==> config.mk <==
export PLATFORM = sky130hd
export DESIGN_NAME = uart_tx
export DESIGN_NICKNAME = d
export VERILOG_FILES = /design/src/bus_pkg.sv /design/src/uart_tx.sv
export SDC_FILE = /design/constraint.sdc
export NUM_CORES = 1
export LEC_CHECK = 0
export BUFFER_PORTS_ARGS = -buffer_cell sky130_fd_sc_hd__clkbuf_2
export CORE_UTILIZATION = 25
export CTS_BUF_LIST = sky130_fd_sc_hd__clkbuf_4 sky130_fd_sc_hd__clkbuf_8
export DETAILED_ROUTE_END_ITERATION = 12
export GPL_ROUTABILITY_DRIVEN = 0
export SYNTH_ARGS = -nofsm -noshare
export SYNTH_HDL_FRONTEND = slang
export SYNTH_SLANG_ARGS = --single-unit
==> constraint.sdc <==
create_clock -name clk -period 4.3 [get_ports clk]
set_input_delay 0.215 -clock clk [delete_from_list [all_inputs] [get_ports clk]]
set_output_delay 0.215 -clock clk [all_outputs]
set_load 0.03 [all_outputs]
==> src/bus_pkg.sv <==
`default_nettype none

package bus_pkg;

	// Bus address and data word
	typedef logic [31:0] bus_word_t;

	// Device-select code
	typedef logic [3:0] select_t;

	localparam select_t SEL_ZERO      = 4'd0;
	localparam select_t SEL_RAM       = 4'd1;
	localparam select_t SEL_ROM       = 4'd2;
	localparam select_t SEL_UART      = 4'd3;
	localparam select_t SEL_UART_STAT = 4'd4;
	localparam select_t SEL_DIGSEG    = 4'd5;

	// 256-word data RAM
	localparam int RAM_AWIDTH = 8;
	typedef logic [RAM_AWIDTH-1:0] ram_addr_t;

	// 64-word instruction ROM
	localparam int ROM_AWIDTH = 6;
	typedef logic [ROM_AWIDTH-1:0] rom_addr_t;

	typedef logic [7:0] byte_t;

	// Active-high segments a to g from the top bit down
	typedef logic [6:0] seg_t;

	localparam int UART_CLKS_PER_BIT = 4;

	typedef enum logic [1:0] {
		IDLE,
		ACCESS,
		DONE
	} bus_state_t;

endpackage

`default_nettype wire

==> src/uart_tx.sv <==
`timescale 1ns/10ps
`default_nettype none

module uart_tx (
	input  logic            clk,
	input  logic            reset_i,
	input  logic            req_i,
	input  bus_pkg::byte_t  data_i,
	output logic            ack_o,
	output logic            busy_o,
	output logic            txd_o
);

	import bus_pkg::*;

	typedef logic [$clog2(UART_CLKS_PER_BIT)-1:0] baud_cnt_t;

	baud_cnt_t  baud_cnt;
	logic [3:0] bit_cnt;

	// Data bits still to go, with the stop bit shifted in behind them
	logic [8:0] shift_q;

	always_ff @(posedge clk) begin
		if (reset_i) begin
			ack_o <= 1'b0;
			busy_o <= 1'b0;
			txd_o <= 1'b1;
			baud_cnt <= '0;
			bit_cnt <= '0;
		end else begin
			ack_o <= 1'b0;
			if (!busy_o) begin
				if (req_i) begin
					// Start bit goes out straight away
					shift_q <= {1'b1, data_i};
					txd_o <= 1'b0;
					busy_o <= 1'b1;
					ack_o <= 1'b1;
					baud_cnt <= '0;
					bit_cnt <= '0;
				end
			end else if (baud_cnt == baud_cnt_t'(UART_CLKS_PER_BIT - 1)) begin
				baud_cnt <= '0;
				if (bit_cnt == 4'd9) begin
					// Stop bit done and the line stays high
					busy_o <= 1'b0;
				end else begin
					txd_o <= shift_q[0];
					shift_q <= {1'b1, shift_q[8:1]};
					bit_cnt <= bit_cnt + 1'b1;
				end
			end else begin
				baud_cnt <= baud_cnt + 1'b1;
			end
		end
	end

endmodule

`default_nettype wire

==> impl_metrics.ini <==
[global_routing]
track_usage_pct = 9.37
grt_pass1_vias = 574
grt-ovfl-total = 0
grt_max_degree = 20
grt_antenna_before_repair = 0
grt_pass1_wl_mm = 2.35

[critical_path]
cp_slowest_cell = dfxtp_1
cp_max_fo = 19
slowest_delay_ps = 730
cp-end-kind = flip-flop
arrival_ps = 2000
path_buf_inv = 0
startpoint_type = flip-flop
critPathKind = reg2reg
crit_required_ps = 4230
cp_top_family = flip-flops
path_cells = and2_4, nand2_1, a21oi_1

[routing]
drc = 0
via_per_inst = 4.99
top_layer = met4
ant_nets = 0
wl_met3_um = 105
drtIter0Drc = 13
routed_wl_mm = 1.38
dr_wl_met2_um = 570
dr.pass1.iters = 4
wl_per_cell_um = 12.5
num_vias = 549
wirelength_met1_um = 685

[yosys]
synth_edf_count = 8
syn_area_um2 = 769
syn-num-nets = 79
synth_top_area_share_pct = 31.2
synth_top_family_by_area = compound AO/OA/AOI/OAI gates
synth_fa_ha_area_share_pct = 4.88
syn_inst = 65
muxShareOfSynthArea_pct = 10.2
synthSimpleGateAreaFrac_pct = 14.0
ys_types = 27
ys.flop_type = dfxtp_1
ys_ff_latch = 17
avgSynthCellArea_um2 = 11.8
yosys.area_share.xor_xnor_pct = 0
synth_area_leaders = edfxtp_1, dfxtp_1, mux2_2, ha_1, a21oi_1
synth_compound_area_share_pct = 14.0
ys_seq_area_share_pct = 54.6
yosys.area.top_type = edfxtp_1
yosys_warnings = 0
async_reset_ff_share_pct = 0

[floorplan]
dieArea_um2 = 3300
core-area_um2 = 2830
rows = 19
die_y_um = 57.5
io_pins = 14
initial_core_util_pct = 27.2
dieWidth_um = 57.5

[flow_run]
drv_cap = 0

[power_and_ir_drop]
p_leak_nw = 0.330
irDropWorstVdd_mv = 0.176
powerDensity_nw_per_um2 = 339

[place]
hpwl_um = 981
port_buffers = 13
placed_area_um2 = 860

[cells_and_area]
drive_gt1_share_pct = 34.2
mostFrequentLayoutCells = clkbuf_2, dfxtp_1, edfxtp_1, mux2_2, a21oi_1
mostFrequentLayoutCell = clkbuf_2
antenna_cells = 0
final_area_um2 = 890
fillers = 283
nets = 94
syn_to_final_growth_pct = 15.6

[clocking]
ctsResizeCount = 0
cts_tree = yes
clock-root-buffer = clkbuf_4
cts.clk_slew.worst_paths_ps = 100
postCtsHoldBufs = 0
clock_path_buffers = 2
cts_max_level = 1
cts_buffers = 3
post_cts_buffers = 0
clk_latency_ps = 290
numClockSinks = 17

[timing]
rsz0062_at_grt = no
drv_slew = 0
period_needed_ps = 2070
hold_viol_final = 0
fin_crit_sh_pct = 48.1
max_freq_mhz = 484
tightest_slew_ps = 761
skew_ps = 2.39
tns_ps = 0
setup_viol = 0
maxSlewHeadroom_pct = 49.3

[outcome]
status = completed

[worst_hold_path]
hp-class = in2reg
cell type report:
class	count	area, µm²	area share [%]
Sequential cell	17	420	47.3
Multi-Input combinational cell	44	332	37.3
Timing Repair Buffer	13	65.1	7.31
Tap cell	31	38.8	4.36
Clock buffer	4	30.0	3.38
Inverter	1	3.75	0.422
stage by stage:
step	hold WS [ps]	instances	util, %	power (mW)	worst slack [ps]
2_1_floorplan	393	65	-	0.204	2520
3_3_place_gp	478	106	30.4	0.212	2310
3_5_place_dp	482	106	30.4	0.213	2220
4_1_cts	173	110	31.4	0.306	2220
5_1_grt	177	110	31.4	0.316	2020
6_report	183	110	31.4	0.302	2230
state kept, by name, indices dropped and copies added, names as in the netlist:
register and cells:
baud_cnt 2, busy_o 1, shift_q 8, ack_o 1, txd_o 1, bit_cnt 4
path summary, 6_finish.rpt:
check / start / end / slack (ps) / cells past startpoint
worst max-delay path: busy_o / shift_q[7] / 2230 / 3
worst max register to register: busy_o / shift_q[7] / 2230 / 3
worst min-delay path: data_i[7] / shift_q[7] / 180 / 2
worst min register to register: txd_o / txd_o / 510 / 1
power breakdown:
group	switching (mW)	leakage [nW]	internal, mW
combinational	0.0137	0.164	0.0134
sequential	0.00536	0.147	0.177
clock	0.0504	0.0184	0.0424
total	0.0695	0.330	0.232
per-layer routing:
metal,vias up,global-route usage [%]
met1,246,10.9
met3,2,5.67
met2,23,14.8
li1,278,-
met4,0,2.09
met5,-,0
cell families after synthesis:
kind of cell,Yosys count
fa+ha+maj,3
simple gates,18
mux,7
buf+inv,4
compound gates,16
flops,17
synth_stat cells (all sizes together) (2+ instances only):
master and count:
nor3b 2, buf 3, mux2 7, ha 3, o21ai 2, dfxtp 9, a21oi 5, or3 2
edfxtp 8, nand2 2, a311oi 2, nor2 4, nand3 2, o211ai 2
Note: power is estimated with default switching activity, not from simulation.
