### src/bus_pkg.sv
`default_nettype none

package bus_pkg;

	// Bus address and data word
	typedef logic [31:0] bus_word_t;

	// Device-select code
	typedef logic [3:0] select_t;

	localparam select_t SEL_ZERO      = 4'd0;
	localparam select_t SEL_RAM       = 4'd1;
	localparam select_t SEL_ROM       = 4'd2;
	localparam select_t SEL_UART      = 4'd3;
	localparam select_t SEL_UART_STAT = 4'd4;
	localparam select_t SEL_DIGSEG    = 4'd5;

	// 256-word data RAM
	localparam int RAM_AWIDTH = 8;
	typedef logic [RAM_AWIDTH-1:0] ram_addr_t;

	// 64-word instruction ROM
	localparam int ROM_AWIDTH = 6;
	typedef logic [ROM_AWIDTH-1:0] rom_addr_t;

	typedef logic [7:0] byte_t;

	// Active-high segments a to g from the top bit down
	typedef logic [6:0] seg_t;

	localparam int UART_CLKS_PER_BIT = 4;

	typedef enum logic [1:0] {
		IDLE,
		ACCESS,
		DONE
	} bus_state_t;

endpackage

`default_nettype wire

### src/digseg_driver.sv
`timescale 1ns/10ps
`default_nettype none

module digseg_driver (
	input  logic            clk,
	input  logic            reset_i,
	input  logic            req_i,
	input  logic            we_i,
	input  bus_pkg::byte_t  data_i,
	output bus_pkg::byte_t  data_o,
	output logic            ack_o,
	output bus_pkg::seg_t   seg1_o,
	output bus_pkg::seg_t   seg0_o
);

	import bus_pkg::*;

	byte_t data_q;

	function automatic seg_t hex_to_seg(input logic [3:0] nibble);
		case (nibble)
			4'h0: return 7'h7E;
			4'h1: return 7'h30;
			4'h2: return 7'h6D;
			4'h3: return 7'h79;
			4'h4: return 7'h33;
			4'h5: return 7'h5B;
			4'h6: return 7'h5F;
			4'h7: return 7'h70;
			4'h8: return 7'h7F;
			4'h9: return 7'h7B;
			4'hA: return 7'h77;
			4'hB: return 7'h1F;
			4'hC: return 7'h4E;
			4'hD: return 7'h3D;
			4'hE: return 7'h4F;
			default: return 7'h47;
		endcase
	endfunction

	always_ff @(posedge clk) begin
		if (reset_i) begin
			data_q <= '0;
			ack_o <= 1'b0;
		end else begin
			ack_o <= req_i && !ack_o;
			if (req_i && !ack_o && we_i) begin
				data_q <= data_i;
			end
		end
	end

	// Reads see the latched byte
	assign data_o = data_q;

	assign seg1_o = hex_to_seg(data_q[7:4]);
	assign seg0_o = hex_to_seg(data_q[3:0]);

endmodule

`default_nettype wire

### config.mk
export PLATFORM = sky130hd
export DESIGN_NAME = digseg_driver
export DESIGN_NICKNAME = d
export VERILOG_FILES = /design/src/bus_pkg.sv /design/src/digseg_driver.sv
export SDC_FILE = /design/constraint.sdc
export NUM_CORES = 1
export LEC_CHECK = 0
export BUFFER_PORTS_ARGS = -buffer_cell sky130_fd_sc_hd__buf_2
export CORE_MARGIN = 3
export CORE_UTILIZATION = 53
export CTS_BUF_LIST = sky130_fd_sc_hd__clkbuf_16
export CTS_CLUSTER_SIZE = 24
export DETAILED_ROUTE_END_ITERATION = 10
export GPL_ROUTABILITY_DRIVEN = 0
export HOLD_SLACK_MARGIN = 0.05
export PLACE_DENSITY = 0.86
export SYNTH_ARGS = -nofsm -noshare
export SYNTH_HDL_FRONTEND = slang
export SYNTH_SLANG_ARGS = --single-unit
### constraint.sdc
create_clock -name clk -period 2.4 [get_ports clk]
set_clock_uncertainty 0.2 [all_clocks]
set_input_delay 0.12 -clock clk [delete_from_list [all_inputs] [get_ports clk]]
set_output_delay 0.12 -clock clk [all_outputs]
set_load 0.02 [all_outputs]
==> reports/metrics.csv <==
stage,metric,value,unit
outcome,status,completed,
global_routing,pin count of the biggest net entering global routing,32,
clocking,clock tree buffer depth,2,
clocking,Worst-Skew Late Latency,0.25,ns
yosys,share of the synthesized area in the top cell type,31.7,%
yosys,Syn Inst Count,144,
finish,"non-filler cells, final",215,
yosys,Mapped Area,1450,um^2
power,maximum vdd drop,0.381,mV
floorplanning,CORE AREA,2540,um^2
timing,Tcrit/Tclk final,93.0,%
critical_path,WP buf/inv,2,
finish,Multi-input gate area,895,um^2
finish,ANT cells,0,
finish,Reg area,460,um^2
clocking,CTS tree,built,
floorplanning,Rows,18,
clocking,Num Clock Sinks,23,
route,Routed Antenna Nets,0,
finish,# nets final,212,
yosys,yosys warns,0,
timing,endpoints failing setup,0,
timing,final hold vios,0,
power,Final Power,0.000985,W
critical_path,slowest CP cell,dlygate4sd3_1,
finish,Final Cell Area,1760,um^2
yosys,syn nets,170,
finish,post-layout util,69.3,%
floorplanning,initial core utilization,57.1,%
yosys,asr flop ratio synth,0,%
route,drt total wl,3.22,mm
floorplanning,I/O pin count,35,
finish,most frequent cells in the layout,"buf_2, dfxtp_1, mux2i_1, ha_1",
critical_path,Crit Path Max Fanout,7,
job,maxcap violations,0,
finish,area grow syn2layout,21.4,%
placement,Area after DPL,1630,um^2
floorplanning,DIE WIDTH,58.4,um
floorplanning,Die H,58.4,um
finish,"most common cell after layout, fill and taps aside",buf_2,
floorplanning,Total Die Area,3400,um^2
finish,share of cells above drive strength 1,27.6,%
yosys,synthesis-stage register bit count,23,
yosys,post-synthesis sequential area ratio,31.7,%
global_routing,initial antenna violation count,0,
power,Leak,0.825,nW
clocking,clk root buf,clkbuf_16,
route,vias,1191,
yosys,Main synth FF type,dfxtp_1,
finish,fill count,191,
route,DRC,0,
global_routing,first-pass GRT wire length,5.25,mm
critical_path,Setup CP Type,in2reg,
placement,Placed Cells incl. Taps,206,
global_routing,vias in the first global route,1163,
global_routing,gr ovfl total,0,
route,DRT Pass-1 Iters,4,
timing,RSZ-0062 raised after global routing,false,
yosys,Synth Area per Inst,10.1,um^2
yosys,number of synthesized flops with an enable pin,0,
worst_hold_path,Hold WC Path Type,in2reg,
placement,# port buffers,34,
timing,post-route minimum period,2.23,ns
yosys,Yosys cell types,32,
timing,slew margin rel.,68.3,%
global_routing,total track usage,19.8,%
critical_path,"Arr. time, crit path",2.18,ns
critical_path,Worst path top cell family by delay,buffers and inverters,
power,total power density per cell area,559,nW/um^2
clocking,H-tree depth,1,
critical_path,stages on the worst setup path,8,
route,WL/cell,15.0,um
critical_path,CP required,2.35,ns
yosys,largest cells by area after synthesis,"dfxtp_1, ha_1, mux2i_1",
critical_path,path depth of the worst reg2reg path,6,
placement,HPWL Detailed,2.39,mm
timing,fin. max-slew vios,0,
clocking,CTS Buf Count,3,
timing,f_max,448,MHz
yosys,"area leader, netlist",dfxtp_1,
route,Detailed Route Iter0 Violations,28,
critical_path,CP peak stage delay,0.51,ns
clocking,clock transition at the registers of the reported paths,0.06,ns
critical_path,"Cell Chain, Critical Path",dlygate4sd3_1 > buf_2 > and3b_2 > nand2_1 > a21oi_1 > ha_1 > mux2i_1 > mux2_2,
timing,worst-margin pin slew,0.476,ns
critical_path,Worst setup SP type,input port,
worst_hold_path,hold depth,2,
route,vias per std cell,5.54,
critical_path,CP Capture Type,flop,
timing,setup TNS,0,ns
## layout make-up
type | count | share of cell area, %
clock buffers | 3 | 4.26
multi-input cells | 104 | 50.7
well taps | 30 | 2.13
flip-flops and latches | 23 | 26.1
inverters | 11 | 2.34
repair buffers | 43 | 14.2
clock inverters | 1 | 0.213
## cell usage after synthesis (all sizes together) (2+ instances only)
library cell / n
nor2b: 5
nand2b: 7
o221ai: 2
nand2: 11
mux2: 4
mux2i: 18
inv: 10
nor3b: 9
buf: 5
dfxtp: 23
nor2: 2
a21oi: 8
a22oi: 5
nand3: 4
or4b: 4
ha: 14
a2bb2oi: 2
## kinds of logic after synthesis
kind of cell             count (synthesis)  share of synthesized area [%]
flip-flops                              23                           31.7
multiplexers                            22                           18.3
AND/OR/NAND/NOR                         46                           20.3
buffers and inverters                   17                           6.80
adder cells (fa/ha/maj)                 14                           12.1
AO/OA/AOI/OAI                           22                           10.8
## power by group
group | total, W | leakage, nW | internal, W | switching [W]
Clock | 0.000350 | 0.0423 | 0.000222 | 0.000128
Sequential | 0.000422 | 0.189 | 0.000410 | 0.0000124
Combinational | 0.000212 | 0.594 | 0.0000898 | 0.000122
Total | 0.000985 | 0.825 | 0.000722 | 0.000263
## layer usage
metal | wire length, um | global-route usage [%] | share of wire [%] | vias to the layer above
li1 | - | - | - | 585
met1 | 1430 | 26.2 | 44 | 550
met2 | 1500 | 31.4 | 47 | 48
met3 | 231 | 3.95 | 7.2 | 8
met4 | 59 | 7.95 | 1.8 | 0
met5 | 0 | 0 | 0 | -
## stage by stage
step	hold slack [ns]	setup slack, ns
4_1_cts	0.119	0.0772
5_1_grt	0.147	0.0526
3_3_place_gp	0.202	0.339
2_1_floorplan	0.0791	0.0974
6_report	0.136	0.168
3_5_place_dp	0.217	0.239
## registers in the layout, summed over array words and instances (netlist names)
name and count:
ack_o 1, seg1_o 7, seg0_o 7, data_o 8
## final timing paths
kind              startpoint   endpoint  slack, ns
setup / recovery       req_i  seg0_o[3]       0.17
hold / removal       reset_i  data_o[4]       0.14
setup reg to reg       ack_o  seg0_o[3]       0.30
hold reg to reg        ack_o      ack_o       0.29
## timing repair
action | in CTS | in global routing
hold endpoints to repair | 5 | 0
hold buffers | 5 | 0
buffers inserted | 0 | 0
resized for setup | 0 | 1
setup endpoints to repair | 0 | 3
(Power assumes the default switching activity.)
